==> src/source/msdap_pkg.sv <==
`default_nettype none

package msdap_pkg;

  //////////////////////////////////////////////////
  // widths and default sizes
  //////////////////////////////////////////////////

  // serial word and datapath widths
  localparam int WORD_W     = 16;
  localparam int ACC_W      = 40;
  // sample lsb sits at this bit of the datapath
  localparam int FRAC_SHIFT = 16;

  localparam int DEF_NUM_GROUPS = 16;
  localparam int DEF_COEF_DEPTH = 512;
  // must cover the largest delay plus one
  localparam int DEF_HIST_DEPTH = 256;

  //////////////////////////////////////////////////
  // word formats
  //////////////////////////////////////////////////

  typedef struct packed {
    logic [6:0] unused;
    logic       neg;
    logic [7:0] delay;
  } coef_t;

  // same stored word, read as sample or as coefficient
  typedef union packed {
    logic signed [WORD_W-1:0] raw;
    coef_t                    coef;
  } word_t;

  typedef struct packed {
    word_t left;
    word_t right;
  } word_pair_t;

  // newest sample position in the history ring
  typedef struct packed {
    logic       wrapped;
    logic [7:0] index;
  } sample_tag_t;

  typedef enum logic [2:0] {
    ACC_IDLE,
    ACC_ADD,
    ACC_SUB,
    ACC_CLOSE,
    ACC_CLEAR
  } acc_op_t;

endpackage

`default_nettype wire

==> src/source/word_deserializer.sv <==
`timescale 1ns/1ps
`default_nettype none

module word_deserializer
(
  input  logic                  Sclk,
  input  logic                  Start,
  input  logic                  frame,
  input  logic                  input_l,
  input  logic                  input_r,
  output logic                  word_valid,
  output msdap_pkg::word_pair_t words
);

  import msdap_pkg::*;

  localparam int CNT_W = $clog2(WORD_W);

  logic [CNT_W-1:0]  bit_cnt;
  logic [WORD_W-1:0] shift_l;
  logic [WORD_W-1:0] shift_r;

  // counter is zero while no word is in progress
  always_ff @(posedge Sclk or negedge Start)
  begin
    if (!Start)
    begin
      bit_cnt    <= '0;
      word_valid <= 1'b0;
    end
    else
    begin
      word_valid <= 1'b0;
      if (frame)
      begin
        bit_cnt <= CNT_W'(1);
      end
      else if (bit_cnt != '0)
      begin
        // last bit of the word shifts in now
        if (bit_cnt == CNT_W'(WORD_W - 1))
        begin
          bit_cnt    <= '0;
          word_valid <= 1'b1;
        end
        else
        begin
          bit_cnt <= bit_cnt + 1'b1;
        end
      end
    end
  end

  // msb first
  always_ff @(posedge Sclk)
  begin
    if (frame || (bit_cnt != '0))
    begin
      shift_l <= {shift_l[WORD_W-2:0], input_l};
      shift_r <= {shift_r[WORD_W-2:0], input_r};
    end
  end

  assign words = {shift_l, shift_r};

endmodule

`default_nettype wire
==> config.mk <==
export PLATFORM = sky130hd
export DESIGN_NAME = word_deserializer
export DESIGN_NICKNAME = d
export VERILOG_FILES = /design/src/source/msdap_pkg.sv /design/src/source/word_deserializer.sv
export SDC_FILE = /design/constraint.sdc
export NUM_CORES = 1
export LEC_CHECK = 0
export ABC_AREA = 1
export ABC_CLOCK_PERIOD_IN_PS = 4100
export BUFFER_PORTS_ARGS = -buffer_cell sky130_fd_sc_hd__clkbuf_2
export CORE_MARGIN = 1
export CORE_UTILIZATION = 52
export CTS_CLUSTER_DIAMETER = 150
export CTS_CLUSTER_SIZE = 28
export DETAILED_ROUTE_END_ITERATION = 16
export GPL_TIMING_DRIVEN = 0
export HOLD_SLACK_MARGIN = 0.15
export PLACE_DENSITY = 0.89
export SKIP_CTS_REPAIR_TIMING = 1
export SLEW_MARGIN = 20
export SYNTH_ARGS = -nofsm -noshare
export SYNTH_HDL_FRONTEND = slang
export SYNTH_SLANG_ARGS = --single-unit
==> constraint.sdc <==
create_clock -name Sclk -period 4.1 [get_ports Sclk]
set_input_delay 0.615 -clock Sclk [delete_from_list [all_inputs] [get_ports Sclk]]
set_output_delay 0.615 -clock Sclk [all_outputs]
set_load 0.005 [all_outputs]
# == After elaboration in Yosys (flattened, before gate mapping) ==
# Index checks and enable logic that the tools add are counted.
# totals
regBits,37
out_inout_bits,33
input_bits,5
word_cells,15
# op_classes
reduce_logical,3
addsub,1
eq_ne,1
n_mux,6
# op_table
operator,n
2-to-1 mux 4 bit,3
adder 4 x 1 -> 4 bit (second input constant),1
== test 4 bit (second input constant),1
nonzero test 4 bit,1
2-to-1 mux 1 bit,3
nonzero test 2 bit,1
logical OR 1 bit,1

# == Logic depth before layout (Yosys ltp) ==
# depth
depth_word,4
depth_mapped,6
ltp_nobuf,6

# == Least setup slack after synthesis ==
# OpenSTA, ideal clock, no wires.
# synth_timing
kind,input to register
from,in frame
to,"reg shift_l[0], enable pin"
path_buffers,0
arrival_time_ns,1.241
required_time_ns,3.647
path_slack_ns,2.406
stages,2
path_cell_list,inv_1 nand3_2
# synth_via
elab_chain_len,1
# synth_lines
item,line,source
"start, declared",word_deserializer.sv:8,"input logic frame,"
logical OR 1 bit,word_deserializer.sv:57,if (frame || (bit_cnt != '0))
"end signal, assigned",word_deserializer.sv:59,"shift_l <= {shift_l[WORD_W-2:0], input_l};"
"end, declared",word_deserializer.sv:20,logic [WORD_W-1:0] shift_l;
# No other way between the ends.
# A chain may end at the register's enable or synchronous reset.

# == Worst setup path in the final report ==
# layout_timing
from,reg bit_cnt[1]
to,"reg shift_l[15], enable pin"
# layout_via
elab_chain_len,2
# layout_lines
item,line,source
"start, declared",word_deserializer.sv:19,logic [CNT_W-1:0] bit_cnt;
"start signal, assigned",word_deserializer.sv:48,bit_cnt <= bit_cnt + 1'b1;
nonzero test 4 bit,word_deserializer.sv:57,
logical OR 1 bit,word_deserializer.sv:57,
# No other way between the ends.

==> metrics.yaml <==
grt_pass1_vias: 655
fin_crit_ns: 1.89
cts_tree: "yes"
worstPathRequired_ns: 3.93
synthesis.nets: 71
yosysUniqueCellTypes: 12
worst_clock_skew_ns: 0.00920
avgRoutedWirePerCell_um: 13.2
path_cells: "inv_1, ha_1, nand3_2"
syn_area_um2: 1230
max_freq_mhz: 528
multiInputGateArea_um2: 133
end_kind: "flip-flop"
yosysTopAreaCell: "edfxtp_1"
r2r_cells: 3
yosysSeqAreaShare_pct: 88.0
rows: 17
crit_type: "flip-flop to flip-flop"
cts_root_buffer: "clkbuf_4"
regArea_um2: 1090
grt_usage_pct: 16.5
status: "completed"
routed_via_density: 4.97
drc: 0
ys_seq_elements: 37
die_w_um: 50.7
syn_avg_cell_area_um2: 19.3
p_leak_nw: 0.657
post-place-cells: 129
grt_max_degree: 35
drive_gt1_share_pct: 41.3
port_buffers: 37
dpl.hpwl_mm: 1.23
clkTransAtPathRegs_ns: 0.10
critPathMaxFanout: 34
routed_wl_mm: 1.81
worstMarginPinSlew_ns: 0.781
vias: 681
h-tree-depth: 2
power_density_nw_per_um2: 774
ios: 38
start_util_pct: 55.2
final_hold_viol_count: 0
dieHeight_um: 50.7
whs_path_depth: 2
die_area_um2: 2570
slew_violations: 0
finalNonFillerCells: 137
final.setup.tns_ns: 0
slowest_stage: "nand3_2"
dr.pass1.iters: 3
layout.nets: 116
antenna_found_initial: 0
antenna_cells: 0
cp-start-kind: "flip-flop"
synth_top_area_share_pct: 77.9
relSlewSlack_pct: 47.9
synth_cells: 64
max-vdd-ir-drop_uv: 480
drtIter0Drc: 18
rsz0062_at_grt: "no"
area_growth_pct: 22.3
min_path_type: "primary input to flip-flop"
cts_buffers: 5
core_um2: 2230
fin_crit_sh_pct: 46.2
rrSetupSlack_ns: 2.21
crit_buf_inv: 1
cap_violations: 0
yosysWarningCount: 0
grt_pass1_wl_mm: 2.86
antenna_left: 0
cp_slowest_stage_delay_ns: 0.63
worstSkewPairLatency_ns: 0.32
crit_cells: 3
clockBufferDepth: 2
nFillCells: 165
overflow: 0
path_delay_family: "simple AND/OR/NAND/NOR gates"
crit_arrival_ns: 1.72
synthTopCellsByArea: "edfxtp_1, dfrtp_1, nand2_1"
finalSetupViolCount: 0
cts_sinks: 37
place_congestion: 0.804
-- registers in the layout (all words and copies together), names as in the netlist --
signal and count:
bit_cnt 4, word_valid 1, shift_l 16, shift_r 16
-- worst register-to-register path, cell delays in order, from the launching register on --
cell,delay [ns]
dfrtp_1,0.43
inv_1,0.12
ha_1,0.22
nand3_2,0.63
-- cells by family (layout without fill, tap and decap cells) --
| logic type | count (synthesis) | count (layout) | share of synthesized area, % |
|---|---|---|---|
| flops | 37 | 37 | 88.0 |
| buf+inv | 4 | 49 | 1.22 |
| fa+ha+maj | 2 | 2 | 2.03 |
| xor+xnor | 1 | 1 | 0.710 |
| simple gates | 19 | 19 | 7.30 |
| compound gates | 1 | 1 | 0.710 |
-- Yosys cell counts, drive strengths merged --
master	instances
dfrtp	5
nand3	5
o21ai	1
nand4	2
nand2	8
nor2	4
inv	4
edfxtp	32
ha	2
xnor2	1
-- layer usage --
| metal | wire, um | global-route usage [%] | vias to the layer above | share of wire [%] |
|---|---|---|---|---|
| met2 | 827 | 24.2 | 33 | 46 |
| met3 | 130 | 6.97 | 4 | 7.2 |
| li1 | - | - | 321 | - |
| met4 | 34 | 9.72 | 0 | 1.9 |
| met5 | 0 | 0 | - | 0 |
| met1 | 818 | 20.3 | 323 | 45 |
-- final cells by class --
type,count,area share [%]
inverter,4,0.995
clock buffer,6,2.74
timing repair buffer,38,12.9
tap,28,2.32
sequential,37,72.0
clock inverter,1,0.249
multi-input combinational,23,8.79
-- power by group --
group,internal [W],switching [W],total (W)
sequential,0.000647,0.0000952,0.000742
clock,0.0000622,0.000101,0.000163
combinational,0.000124,0.000139,0.000262
total,0.000833,0.000334,0.00117
-- worst paths after layout --
kind	start	end
max	bit_cnt[1]	shift_l[15]
min	frame	word_valid
max reg2reg	bit_cnt[1]	shift_l[15]
min reg2reg	shift_r[8]	shift_r[9]
max in group asynchronous	Start	bit_cnt[3]
min in group asynchronous	Start	bit_cnt[1]
-- stage by stage --
step / setup slack, ns / utilization [%] / hold WS, ns / cell area, um^2 / total power [W]
finish: 2.21 / 67.6 / 0.446 / 1510 / 0.00117
global route: 2.06 / 67.6 / 0.432 / 1510 / 0.00124
CTS: 2.18 / 67.1 / 0.0803 / 1500 / 0.00118
detailed placement: 2.05 / 65.1 / 0.436 / 1450 / 0.00102
global placement: 2.12 / 65.1 / 0.430 / 1450 / 0.000996
floorplan: 2.41 / - / 0.319 / 1230 / 0.000827
-- placed cells by master, fill, tap and decap left out --
cell	count
nand3_2	1
clkbuf_4	5
edfxtp_1	32
clkbuf_2	37
xnor2_1	1
nand2_1	8
dfrtp_1	5
ha_1	2
nor2_2	1
nand3_1	4
inv_1	4
o21ai_2	1
nor2_1	3
dlygate4sd3_1	1
clkbuf_1	1
nand4_1	2
clkinv_1	1
(Power assumes the default switching activity.)
