**config.mk**
```make
export PLATFORM = sky130hd
export DESIGN_NAME = output_stage
export DESIGN_NICKNAME = d
export VERILOG_FILES = /design/src/source/msdap_pkg.sv /design/src/source/output_stage.sv
export SDC_FILE = /design/constraint.sdc
export NUM_CORES = 1
export LEC_CHECK = 0
export ABC_AREA = 1
export BUFFER_PORTS_ARGS = -buffer_cell sky130_fd_sc_hd__buf_2
export CAP_MARGIN = 40
export CORE_ASPECT_RATIO = 1.1
export CORE_MARGIN = 1
export CORE_UTILIZATION = 49
export CTS_CLUSTER_SIZE = 12
export DETAILED_ROUTE_END_ITERATION = 6
export PLACE_DENSITY_LB_ADDON = 0.15
export SKIP_LAST_GASP = 1
export SLEW_MARGIN = 20
export SYNTH_ARGS = -nofsm -noshare
export SYNTH_HDL_FRONTEND = slang
export SYNTH_SLANG_ARGS = --single-unit
export TNS_END_PERCENT = 20
```
**constraint.sdc**
```tcl
create_clock -name Sclk -period 3.1 [get_ports Sclk]
set_clock_uncertainty 0.2 [all_clocks]
set_input_delay 0.775 -clock Sclk [delete_from_list [all_inputs] [get_ports Sclk]]
set_output_delay 0.775 -clock Sclk [all_outputs]
set_load 0.01 [all_outputs]
```
**src/source/msdap_pkg.sv**
```systemverilog
`default_nettype none

package msdap_pkg;

  //////////////////////////////////////////////////
  // widths and default sizes
  //////////////////////////////////////////////////

  // serial word and datapath widths
  localparam int WORD_W     = 16;
  localparam int ACC_W      = 40;
  // sample lsb sits at this bit of the datapath
  localparam int FRAC_SHIFT = 16;

  localparam int DEF_NUM_GROUPS = 16;
  localparam int DEF_COEF_DEPTH = 512;
  // must cover the largest delay plus one
  localparam int DEF_HIST_DEPTH = 256;

  //////////////////////////////////////////////////
  // word formats
  //////////////////////////////////////////////////

  typedef struct packed {
    logic [6:0] unused;
    logic       neg;
    logic [7:0] delay;
  } coef_t;

  // same stored word, read as sample or as coefficient
  typedef union packed {
    logic signed [WORD_W-1:0] raw;
    coef_t                    coef;
  } word_t;

  typedef struct packed {
    word_t left;
    word_t right;
  } word_pair_t;

  // newest sample position in the history ring
  typedef struct packed {
    logic       wrapped;
    logic [7:0] index;
  } sample_tag_t;

  typedef enum logic [2:0] {
    ACC_IDLE,
    ACC_ADD,
    ACC_SUB,
    ACC_CLOSE,
    ACC_CLEAR
  } acc_op_t;

endpackage

`default_nettype wire

```
**src/source/output_stage.sv**
```systemverilog
`timescale 1ns/1ps
`default_nettype none

module output_stage
(
  input  logic                        Sclk,
  input  logic                        Start,
  input  logic                        done_l,
  input  logic                        done_r,
  input  logic [msdap_pkg::ACC_W-1:0] result_l,
  input  logic [msdap_pkg::ACC_W-1:0] result_r,
  output logic                        out_ready,
  output logic [msdap_pkg::ACC_W-1:0] output_l,
  output logic [msdap_pkg::ACC_W-1:0] output_r,
  output logic                        busy_done
);

  logic seen_l;
  logic seen_r;
  logic fin_l;
  logic fin_r;

  // channels may finish in different cycles
  assign fin_l     = seen_l | done_l;
  assign fin_r     = seen_r | done_r;
  assign busy_done = out_ready;

  always_ff @(posedge Sclk or negedge Start)
  begin
    if (!Start)
    begin
      seen_l    <= 1'b0;
      seen_r    <= 1'b0;
      out_ready <= 1'b0;
      output_l  <= '0;
      output_r  <= '0;
    end
    else
    begin
      out_ready <= 1'b0;
      if (fin_l && fin_r)
      begin
        output_l  <= result_l;
        output_r  <= result_r;
        out_ready <= 1'b1;
        seen_l    <= 1'b0;
        seen_r    <= 1'b0;
      end
      else
      begin
        seen_l <= fin_l;
        seen_r <= fin_r;
      end
    end
  end

endmodule

`default_nettype wire

```
### Word level (Yosys, flattened, before mapping)

Cells that the tools add are included.

| word-level totals | value |
|---|---|
| input port bits | 84 |
| word-level logic and storage cells | 11 |
| register bits after elaboration | 83 |
| output and inout port bits | 82 |

| operators by class | value |
|---|---|
| muxes and demuxes | 3 |
| bitwise operators | 2 |
| reduce and logical (&&, ||, !) cells | 1 |

Operators with widths:

| cell | number |
|---|---|
| 2-to-1 mux 1 bit | 3 |
| OR 1 bit | 2 |
| logical AND 1 bit | 1 |

### Depth between registers and ports, before layout

| depth | value |
|---|---|
| word-level depth | 3 |
| depth in mapped cells | 6 |
| depth with buffers taken out | 5 |

### Worst setup path before layout

No wires, ideal clock.

| timing path | value |
|---|---|
| path kind | input -> register |
| from | in done_l |
| to | reg output_l[0] (netlist bit) |
| data arrival time | 1.218 ns |
| setup time | 0.117 ns |
| stages | 6 |
| required time | 2.783 ns |
| path slack | 1.565 ns |
| cells stage by stage | inv_2 nand2_4 nand2_4 buf_4 nand2_1 nand2_1 |

| between the ends | value |
|---|---|
| longest elaborated chain between the ends | 2 |

Ends and longest elaborated chain:

| element | line | source |
|---|---|---|
| start: declaration | output_stage.sv:8 | `input logic done_l,` |
| OR 1 bit | output_stage.sv:24 | `assign fin_l = seen_l \| done_l;` |
| logical AND 1 bit | output_stage.sv:41 | `if (fin_l && fin_r)` |
| end signal: assignment | output_stage.sv:43 | `output_l <= result_l;` |
| end: declaration | output_stage.sv:13 | `output logic [msdap_pkg::ACC_W-1:0] output_l,` |

No other way between the ends.
A chain may end at the register's enable or synchronous reset.

### Worst setup path after layout

| timing path | value |
|---|---|
| from | in done_r |
| to | reg output_l[1] (netlist bit) |

| between the ends | value |
|---|---|
| longest elaborated chain between the ends | 2 |

Ends and longest elaborated chain:

| element | line | source |
|---|---|---|
| start: declaration | output_stage.sv:9 | `input logic done_r,` |
| OR 1 bit | output_stage.sv:25 | `assign fin_r = seen_r \| done_r;` |
| logical AND 1 bit | output_stage.sv:41 |  |

No other way between the ends.

==> impl_metrics.json <==
{
  "timing.critical_path.cells": "buf_2 -> inv_2 -> nand2_4 -> nand2_4 -> buf_4 -> nand2_1 -> nand2_1",
  "synth_area_mm2": 0.00329,
  "yosysSeqAreaShare_pct": 63.2,
  "stdcell_count": 598,
  "antenna_found_initial": 0,
  "endpoint_kind": "flip-flop",
  "hpwlAfterDp_um": 5400,
  "synth_cells": 358,
  "die-area_mm2": 0.00704,
  "grt_pass1_vias": 2830,
  "maxSlewHeadroom_pct": 45.4,
  "cp_max_fo": 32,
  "root_buffer": "clkbuf_8",
  "avgSynthCellArea_um2": 9.18,
  "ys_types": 9,
  "first_pass_iters": 4,
  "die_w_um": 80.1,
  "fmax_mhz": 508,
  "period_needed_ns": 1.97,
  "post-place-ws_ns": 0.769,
  "cpLargestDelayFamily": "simple AND/OR/NAND/NOR gates",
  "clockBufferDepth": 2,
  "comb_power_share_pct": 22.4,
  "crit_required_ns": 3.16,
  "io_pins": 166,
  "rr_startpoint": "seen_r$_DFF_PN0_",
  "crit_path_start": "done_r",
  "finalHoldViolations": 0,
  "postCtsHoldBufs": 0,
  "final_util_pct": 68.1,
  "finalSetupViolCount": 0,
  "fp-row-count": 30,
  "grt_overflow": 0,
  "hold_path_class": "input pin to async pin",
  "cp_slowest_cell": "buf_4",
  "outcome": "finished, final reports clean",
  "synth_nets": 442,
  "area_growth_pct": 30.6,
  "track_usage_pct": 23.6,
  "layout_setup_ws_ns": 1.13,
  "htree_levels": 3,
  "power_mw": 2.65,
  "cts_tree": "built",
  "p_switching_mw": 0.794,
  "slew_violations": 0,
  "seqPwrFrac_pct": 50.6,
  "tns_ns": 0,
  "antenna_left": 0,
  "wl_per_cell_um": 13.2,
  "ys_seq_elements": 83,
  "grt_pass1_wl_um": 12700,
  "drt_iter0_drc": 183,
  "reg2regPathDepth": 6,
  "yosysWarnings": 0,
  "grt_max_degree": 82,
  "post_dp_cell_area_mm2": 0.00412,
  "antenna_cells": 0,
  "tightest_slew_ns": 0.819,
  "clk_pin_slew_ns": 0.08,
  "initial_utilization_pct": 52.1,
  "route.vias.total": 3009,
  "n_fill_cell": 559,
  "numPortBuffers": 165,
  "gp_congestion": 0.791,
  "drv_cap": 0,
  "wl_um": 7920,
  "reg2reg_slack_ns": 1.29,
  "p_per_area_mw_per_mm2": 617,
  "drc_errors": 0,
  "critical-path-max-stage-delay_ns": 0.37,
  "crit_arrival_ns": 2.03,
  "p_sw_share_pct": 29.9,
  "irDropWorstVdd_uv": 337,
  "cts_sinks": 83,
  "die_y_um": 87.9,
  "design_area_mm2": 0.00429,
  "finalCritPeriodShare_pct": 63.5,
  "post-cts-setup-buffer-count": 0,
  "critPathBufInv": 3,
  "dp_cells": 583,
  "rsz0062_at_grt": "no",
  "vias_per_cell": 5.03,
  "path_class": "input pin to flip-flop",
  "nNetsFinal": 598,
  "cts_buffers": 9,
  "worstReg2RegEnd": "output_l[1]$_DFFE_PN0P_",
  "clkLatencyLatePin_ns": 0.32,
  "p_int_mw": 1.86,
  "startpoint_type": "input pin",
  "final_layout_size_suffix_gt1_share_pct": 36.5,
  "clockPowerShare_pct": 27.0,
  "design.core.area_mm2": 0.00631,
  "p_leak_nw": 2.54,
  "holdWs_ns": 0.221,
  "cts-resized-gates": 0
}
per-layer routing:
| metal | global-route usage [%] | wire (um) |
|---|---|---|
| met4 | 10.6 | 133 |
| met5 | 0 | 0 |
| met2 | 38.2 | 3970 |
| met3 | 5.21 | 573 |
| met1 | 30.6 | 3240 |
worst register-to-register path: stages (launching register included):
cell     delay [ns]
dfrtp_1        0.38
inv_2          0.08
nand2_4        0.20
nand2_4        0.34
buf_4          0.37
nand2_1        0.09
nand2_1        0.07
cells in the mapped netlist (all sizes together):
master / n / area share [%]
a21oi: 2 / 0.30
nand3: 80 / 12
dfrtp: 83 / 63
nand2: 163 / 19
buf: 25 / 4.5
inv: 5 / 0.57
placed cells by master, fill, tap and decap left out:
| cell type | instances |
|---|---|
| buf_2 | 164 |
| nand2_1 | 160 |
| dfrtp_1 | 83 |
| nand3_1 | 80 |
| clkbuf_8 | 9 |
| buf_4 | 5 |
| inv_2 | 4 |
| nand2_4 | 3 |
| clkbuf_1 | 3 |
| a21oi_1 | 2 |
| clkinv_2 | 2 |
| inv_1 | 1 |
| bufinv_16 | 1 |
| buf_12 | 1 |
logic make-up after synthesis:
logic type,synth area share [%]
buf+inv,5.06
compound gates,0.304
flops,63.2
simple gates,31.5
sequential cells by signal, summed over array words and instances, names as in the netlist:
register and flops:
output_r 40, busy_done 1, output_l 40, seen_r 1, seen_l 1
power groups by stage:
stage	registers (mW)	logic [mW]	clock network, mW
global placement	1.36	0.588	0
floorplan	1.44	0.234	0
global route	1.36	0.668	0.778
detailed placement	1.36	0.605	0
CTS	1.34	0.604	0.738
finish	1.34	0.593	0.717
final cells by class:
cell class	count	area, um2	share of cell area (%)
clock inverter	3	40.0	0.932
tap	80	100	2.33
inverter	5	18.8	0.437
multi-input combinational	245	1040	24.3
clock buffer	12	135	3.15
timing repair buffer	170	878	20.5
sequential	83	2080	48.4
worst max path at each step:
stage / end / depth (start not counted)
6_report: output_l[1]$_DFFE_PN0P_ / 7
5_1_grt: output_l[1]$_DFFE_PN0P_ / 7
4_1_cts: output_r[38]$_DFFE_PN0P_ / 7
3_5_place_dp: output_r[38]$_DFFE_PN0P_ / 7
3_3_place_gp: output_r[2]$_DFFE_PN0P_ / 7
2_1_floorplan: output_l[0]$_DFFE_PN0P_ / 6
(Power assumes the default switching activity.)
