==> src/source/msdap_pkg.sv <==
`default_nettype none

package msdap_pkg;

  //////////////////////////////////////////////////
  // widths and default sizes
  //////////////////////////////////////////////////

  // serial word and datapath widths
  localparam int WORD_W     = 16;
  localparam int ACC_W      = 40;
  // sample lsb sits at this bit of the datapath
  localparam int FRAC_SHIFT = 16;

  localparam int DEF_NUM_GROUPS = 16;
  localparam int DEF_COEF_DEPTH = 512;
  // must cover the largest delay plus one
  localparam int DEF_HIST_DEPTH = 256;

  //////////////////////////////////////////////////
  // word formats
  //////////////////////////////////////////////////

  typedef struct packed {
    logic [6:0] unused;
    logic       neg;
    logic [7:0] delay;
  } coef_t;

  // same stored word, read as sample or as coefficient
  typedef union packed {
    logic signed [WORD_W-1:0] raw;
    coef_t                    coef;
  } word_t;

  typedef struct packed {
    word_t left;
    word_t right;
  } word_pair_t;

  // newest sample position in the history ring
  typedef struct packed {
    logic       wrapped;
    logic [7:0] index;
  } sample_tag_t;

  typedef enum logic [2:0] {
    ACC_IDLE,
    ACC_ADD,
    ACC_SUB,
    ACC_CLOSE,
    ACC_CLEAR
  } acc_op_t;

endpackage

`default_nettype wire

==> src/source/da_sequencer.sv <==
`timescale 1ns/1ps
`default_nettype none

module da_sequencer
#(
  parameter int NUM_GROUPS = msdap_pkg::DEF_NUM_GROUPS,
  parameter int COEF_DEPTH = msdap_pkg::DEF_COEF_DEPTH,
  parameter int HIST_DEPTH = msdap_pkg::DEF_HIST_DEPTH
)
(
  input  logic                          Sclk,
  input  logic                          Start,
  input  logic                          start,
  input  msdap_pkg::sample_tag_t        tag,
  input  msdap_pkg::word_t              rj_word,
  input  msdap_pkg::word_t              coef_word,
  output logic [$clog2(NUM_GROUPS)-1:0] rj_index,
  output logic [$clog2(COEF_DEPTH)-1:0] coef_index,
  output logic [$clog2(HIST_DEPTH)-1:0] hist_index,
  output msdap_pkg::acc_op_t            acc_op,
  output logic                          done
);

  import msdap_pkg::*;

  localparam int RJ_W   = $clog2(NUM_GROUPS);
  localparam int COEF_W = $clog2(COEF_DEPTH);
  localparam int HIST_W = $clog2(HIST_DEPTH);
  localparam int REM_W  = COEF_W + 1;

  typedef enum logic [2:0] {
    S_IDLE,
    S_RJ_WAIT,
    S_RJ,
    S_COEF,
    S_CLOSE
  } state_t;

  state_t            state;
  sample_tag_t       tag_q;
  logic [COEF_W-1:0] coef_ptr;
  logic [REM_W-1:0]  remaining;
  acc_op_t           op_pipe;
  logic              last_pipe;
  logic              last_acc;
  logic              sample_ok;
  logic [7:0]        tap_index;

  // delayed sample exists only after enough samples came in
  assign sample_ok = tag_q.wrapped || (coef_word.coef.delay <= tag_q.index);
  assign tap_index = tag_q.index - coef_word.coef.delay;

  // read one coefficient ahead while walking a group
  assign coef_index = (state == S_COEF) ? coef_ptr + 1'b1 : coef_ptr;

  //////////////////////////////////////////////////
  // group walk
  //////////////////////////////////////////////////

  always_ff @(posedge Sclk or negedge Start)
  begin
    if (!Start)
    begin
      state     <= S_IDLE;
      rj_index  <= '0;
      coef_ptr  <= '0;
      op_pipe   <= ACC_IDLE;
      acc_op    <= ACC_IDLE;
      last_pipe <= 1'b0;
      last_acc  <= 1'b0;
      done      <= 1'b0;
    end
    else
    begin
      // two stages so each op meets its history word
      op_pipe   <= ACC_IDLE;
      last_pipe <= 1'b0;
      acc_op    <= op_pipe;
      last_acc  <= last_pipe;
      done      <= last_acc;
      case (state)
        S_IDLE:
        begin
          if (start)
          begin
            rj_index <= '0;
            coef_ptr <= '0;
            op_pipe  <= ACC_CLEAR;
            state    <= S_RJ_WAIT;
          end
        end
        S_RJ_WAIT:
        begin
          state <= S_RJ;
        end
        S_RJ:
        begin
          // an empty group still closes
          state <= (rj_word.raw == '0) ? S_CLOSE : S_COEF;
        end
        S_COEF:
        begin
          coef_ptr <= coef_ptr + 1'b1;
          if (!sample_ok)
          begin
            op_pipe <= ACC_IDLE;
          end
          else
          begin
            op_pipe <= coef_word.coef.neg ? ACC_SUB : ACC_ADD;
          end
          if (remaining == REM_W'(1))
          begin
            state <= S_CLOSE;
          end
        end
        S_CLOSE:
        begin
          op_pipe <= ACC_CLOSE;
          if (rj_index == RJ_W'(NUM_GROUPS - 1))
          begin
            last_pipe <= 1'b1;
            state     <= S_IDLE;
          end
          else
          begin
            rj_index <= rj_index + 1'b1;
            state    <= S_RJ_WAIT;
          end
        end
        default:
        begin
          state <= S_IDLE;
        end
      endcase
    end
  end

  always_ff @(posedge Sclk)
  begin
    if ((state == S_IDLE) && start)
    begin
      tag_q <= tag;
    end
    if (state == S_RJ)
    begin
      remaining <= rj_word.raw[REM_W-1:0];
    end
    else if (state == S_COEF)
    begin
      remaining <= remaining - 1'b1;
    end
    hist_index <= HIST_W'(tap_index);
  end

endmodule

`default_nettype wire

==> config.mk <==
export PLATFORM = sky130hd
export DESIGN_NAME = da_sequencer
export DESIGN_NICKNAME = d
export VERILOG_FILES = /design/src/source/msdap_pkg.sv /design/src/source/da_sequencer.sv
export SDC_FILE = /design/constraint.sdc
export NUM_CORES = 1
export LEC_CHECK = 0
export BUFFER_PORTS_ARGS = -buffer_cell sky130_fd_sc_hd__buf_2
export CAP_MARGIN = 15
export CORE_UTILIZATION = 55
export CTS_CLUSTER_SIZE = 30
export DETAILED_ROUTE_END_ITERATION = 8
export PLACE_DENSITY = 0.84
export SLEW_MARGIN = 20
export SYNTH_ARGS = -nofsm -noshare
export SYNTH_HDL_FRONTEND = slang
export SYNTH_SLANG_ARGS = --single-unit
export TNS_END_PERCENT = 100
==> constraint.sdc <==
create_clock -name Sclk -period 6.25 [get_ports Sclk]
set_clock_uncertainty 0.2 [all_clocks]
set_input_delay 0.3125 -clock Sclk [delete_from_list [all_inputs] [get_ports Sclk]]
set_output_delay 0.3125 -clock Sclk [all_outputs]
set_load 0.01 [all_outputs]
# Word level (Yosys, flattened, before mapping)
# Index checks and enable logic that the tools add are counted.
[totals]
ff_bits = 52
inputBits = 44
output_inout_bits = 25
[classes]
reduce_logical = 10
eq_ne = 9
n_lt_le_gt_ge = 1
addsub = 4
mux = 19
[op_table]
columns = ["op", "n"]
rows = [
  ["10-bit 2-to-1 mux", 2],
  ["9-bit 2-to-1 mux", 2],
  ["9-bit case mux with 2 select lines", 1],
  ["16-bit logical NOT", 1],
  ["3-bit case mux with 5 select lines", 1],
  ["3-bit 2-to-1 mux", 4],
  ["10-bit by 1-bit equality test with 1-bit output (second input constant)", 1],
  ["10-bit by 1-bit subtractor with 10-bit output (second input constant)", 1],
  ["9-bit by 1-bit adder with 9-bit output (second input constant)", 1],
  ["3-bit case mux with 3 select lines", 1],
  ["8-bit <= comparator", 1],
  ["4-bit 2-to-1 mux", 2],
  ["4-bit case mux with 2 select lines", 1],
  ["8-bit subtractor", 1],
  ["3-bit by 2-bit equality test with 1-bit output (second input constant)", 2],
  ["2-bit inequality test (second input constant)", 3],
  ["2-bit nonzero test", 3],
  ["4-bit by 1-bit adder with 4-bit output (second input constant)", 1],
  ["4-bit equality test (second input constant)", 1],
  ["2-bit 2-to-1 mux", 2],
  ["2-bit AND reduction", 2],
  ["3-bit by 1-bit equality test with 1-bit output (second input constant)", 1],
  ["3-bit equality test (second input constant)", 1],
  ["3-bit logical NOT", 1],
  ["4 further kinds", 6],
]

# Depth between registers and ports, before layout
[depth]
depth_word = 4
depth_mapped = 7
mapped_depth_nobuf = 7

# Worst setup path after synthesis
# Ideal clock, no wire load.
[synth_path]
kind = "register to output"
startpoint = "register state[0]"
endpoint = "output port coef_index[6]"
stages_incl_launch_ff = 8
arrival_ns = 1.486
path_slack_ns = 4.251
path_buffers = 2
path_cell_list = "dfrtp_1 > clkbuf_1 > nand3b_1 > inv_1 > buf_2 > nand2_1 > nor2_1 > xor2_1"
[synth_via]
elab_chain_cells = 2
[synth_rtl]
columns = ["element", "line_no", "text"]
rows = [
  ["start: declaration", "da_sequencer.sv:39", "state_t state;"],
  ["start signal: assignment", "da_sequencer.sv:99", "state <= (rj_word.raw == '0) ? S_CLOSE : S_COEF;"],
  ["3-bit by 2-bit equality test with 1-bit output", "da_sequencer.sv:54", "assign coef_index = (state == S_COEF) ? coef_ptr + 1'b1 : coef_ptr;"],
  ["9-bit 2-to-1 mux", "da_sequencer.sv:54", ""],
  ["end: declaration", "da_sequencer.sv:18", "output logic [$clog2(COEF_DEPTH)-1:0] coef_index,"],
]
# No other way between the ends.

# Worst setup path in the final report
# Same ends and word-level chain as after synthesis.

==> metrics.json <==
{
  "ys_top_cells_by_count": {"value": "o21ai_0, dfrtp_1, nand2_1"},
  "grt_pass1_wl": {"value": 8.89, "unit": "mm"},
  "worst_ir_drop_vdd": {"value": 283, "unit": "uV"},
  "highest_fanout_seen_on_the_critical_path": {"value": 13},
  "cts_buffers": {"value": 5},
  "syn-num-nets": {"value": 316},
  "cp.required": {"value": 5.74, "unit": "ns"},
  "drc_markers": {"value": 5},
  "grt.overflow.total": {"value": 0},
  "setup-violations-final": {"value": 0},
  "all_layer_gr_usage": {"value": 0.227},
  "fill_cells": {"value": 336},
  "detail_route.first_pass.iterations": {"value": 6},
  "synth_edf_count": {"value": 19},
  "yosys_register_bits": {"value": 52},
  "power.leakage": {"value": 1.48, "unit": "nW"},
  "synth.most_common_cell": {"value": "o21ai_0"},
  "worst_ep_arrival_time": {"value": 2.29, "unit": "ns"},
  "die_h": {"value": 71.2, "unit": "um"},
  "ys_seq_area_frac": {"value": 0.516},
  "io_pins": {"value": 69},
  "timing.final.ws_setup": {"value": 3.44, "unit": "ns"},
  "post-route-util": {"value": 0.706},
  "port-buffer-count": {"value": 61},
  "achievable-frequency": {"value": 356, "unit": "MHz"},
  "synth_area_per_cell": {"value": 10.2, "unit": "um^2"},
  "ys_warn_count": {"value": 0},
  "number_of_buffers_on_the_longest_clock_path": {"value": 2},
  "finalNetCount": {"value": 386},
  "setup.worst_path.end_class": {"value": "output pin"},
  "detail_route.vias_per_cell": {"value": 5.61},
  "final_min_period_over_clock_period": {"value": 0.449},
  "syn-cell-area": {"value": 2630, "unit": "um^2"},
  "critical_path.max_stage_delay": {"value": 0.56, "unit": "ns"},
  "synth.largest_area_cell": {"value": "dfrtp_1"},
  "crit_slowest_cell": {"value": "dfrtp_1"},
  "routedWlPerCell": {"value": 13.8, "unit": "um"},
  "number_of_cells_produced_by_synthesis": {"value": 258},
  "cts_resized": {"value": 0},
  "dr.first_iter.drc_count": {"value": 101},
  "ys_dominant_reg_cell": {"value": "dfrtp_1"},
  "post-synth-top-area-fraction": {"value": 0.238},
  "post-place-ws": {"value": 3.83, "unit": "ns"},
  "min-delay-path-class": {"value": "in2reg"},
  "grt_setup_unrepaired": {"value": "no"},
  "max_slew.worst_pin.slew": {"value": 1.04, "unit": "ns"},
  "fin_worst_hold_slack": {"value": 0.0774, "unit": "ns"},
  "slew_viol_final": {"value": 0},
  "hpwl": {"value": 3.73, "unit": "mm"},
  "insertedDiodeCount": {"value": 0},
  "area_growth_syn_to_layout": {"value": 20.1, "unit": "%"},
  "starting_density_of_the_core": {"value": 0.588},
  "detail-route-antenna-nets": {"value": 0},
  "finalHoldViolations": {"value": 0},
  "final.min_clock_period": {"value": 2.81, "unit": "ns"},
  "placementRows": {"value": 24},
  "final_cell_area": {"value": 3160, "unit": "um^2"},
  "cell_area_reported_after_detailed_placement": {"value": 2970, "unit": "um^2"},
  "worstSetupPathType": {"value": "reg2out"},
  "dr_vias": {"value": 2139},
  "synth.area.top_cells": {"value": "dfrtp_1, edfxtp_1, ha_1"},
  "cts-root-buf": {"value": "clkbuf_8"},
  "power_density": {"value": 387, "unit": "nW/um^2"},
  "core_region_area": {"value": 4470, "unit": "um^2"},
  "clkTransAtPathRegs": {"value": 0.10, "unit": "ns"},
  "finalSetupTns": {"value": 0, "unit": "ns"},
  "clkSinkCount": {"value": 52},
  "path_delay_family": {"value": "simple AND/OR/NAND/NOR gates"},
  "source_to_sink_clock_delay_at_the_later_pin_of_the_worst_skew_pair": {"value": 0.31, "unit": "ns"},
  "violations": {"value": "design-rule violations"},
  "cts_htree_levels": {"value": 2},
  "die_width": {"value": 71.2, "unit": "um"},
  "drive_gt1_frac": {"value": 0.222},
  "initial_antenna_violation_count": {"value": 0},
  "synthDistinctLibCells": {"value": 47},
  "timing.critical_path.cells": {"value": "nand3b_1, inv_1, nand2_1, nor2_1, xor2_1, buf_2"},
  "maximum_number_of_pins_on_one_net_before_global_route_repair": {"value": 26},
  "critical_path.n_buffers_inverters": {"value": 2},
  "postRouteWirelength": {"value": 5.25, "unit": "mm"},
  "cp-start-kind": {"value": "register"},
  "tritoncts": {"value": "built"},
  "gp_congestion": {"value": 0.803},
  "max-slew-margin-rel": {"value": 0.304},
  "asyncSetResetFlopFracSynth": {"value": 0.481},
  "first_global_vias": {"value": 2086},
  "outcome": {"value": "complete, but fails checks"},
  "die_area": {"value": 5060, "unit": "um^2"},
  "max_cap_violations": {"value": 0}
}
-- through the flow --
| step | power, mW | instances |
|---|---|---|
| after floorplan | 0.887 | 258 |
| after global placement | 1.00 | 363 |
| after detailed placement | 1.02 | 363 |
| after CTS | 1.23 | 381 |
| after global routing | 1.32 | 381 |
| final | 1.22 | 381 |
-- worst register-to-register path: stages (launching register included) --
cell and delay, ns:
dfrtp_1 0.51, nand3b_1 0.40, inv_1 0.30, nor2_1 0.43, mux2_2 0.39
-- flip-flops by register name, summed over array words and instances, names as in the netlist --
register    cells
op_pipe         3
acc_op          3
last_acc        1
done            1
state           3
coef_ptr        9
tag_q           9
hist_index      8
last_pipe       1
remaining      10
rj_index        4
-- layout make-up --
type | instances | area (um^2) | share of cell area
sequential | 52 | 1360 | 0.429
multi-input combinational | 175 | 1150 | 0.366
clock inverter | 3 | 22.5 | 0.00713
timing repair buffer | 71 | 405 | 0.128
tap | 52 | 65.1 | 0.0206
inverter | 23 | 86.3 | 0.0273
clock buffer | 5 | 68.8 | 0.0218
-- path summary, 6_finish.rpt --
check | from | end | slack [ns] | cells past startpoint
worst max-delay path | state[0]$_DFFE_PN0P_ | coef_index[6] | 3.44 | 6
worst min-delay path | start | op_pipe[2]$_DFF_PN0_ | 0.08 | 2
worst max register to register | state[0]$_DFFE_PN0P_ | coef_ptr[0]$_DFFE_PN0P_ | 3.93 | 4
worst min register to register | op_pipe[0]$_DFF_PN0_ | acc_op[0]$_DFF_PN0_ | 0.16 | 0
max in group asynchronous | Start | state[2]$_DFFE_PN0P_ | 5.16 | 2
min in group asynchronous | Start | acc_op[0]$_DFF_PN0_ | 0.31 | 2
-- power by group --
part | total (mW) | internal, mW | switching [mW]
logic | 0.448 | 0.184 | 0.264
clock network | 0.196 | 0.0804 | 0.116
registers | 0.577 | 0.491 | 0.0864
-- layout by cell type, fill, tap and decap left out, types with 9 or more instances in the layout --
cell type,Yosys,routed
xnor2_1,12,12
dfrtp_1,25,25
dlygate4sd3_1,0,10
edfxtp_1,19,19
nand2_1,24,24
a21oi_1,9,9
nor2_1,17,17
o21ai_0,26,26
inv_1,23,23
buf_2,1,61
ha_1,13,13
-- kinds of logic (layout without fill, tap and decap cells) --
logic type	Yosys count	in the layout	share of synthesized area
buffers and inverters	31	102	0.0452
xor gates and xnor gates	18	18	0.0599
DFF	52	52	0.516
muxes	1	1	0.00428
AOI/OAI and AO/OA	60	60	0.139
adders and majority gates	14	14	0.0695
and+or+nand+nor	82	82	0.167
-- what timing repair did --
item	CTS	global route
hold buffers	10	0
endpoints found under the hold margin	34	0
buffers inserted	0	0
-- metal layers --
metal / vias up / track usage / part of all wire
li1: 1059 / - / -
met4: 0 / 0.100 / 0.028
met5: - / 0 / 0
met2: 67 / 0.377 / 0.47
met1: 997 / 0.291 / 0.46
met3: 16 / 0.0413 / 0.046
(Power assumes the default switching activity.)
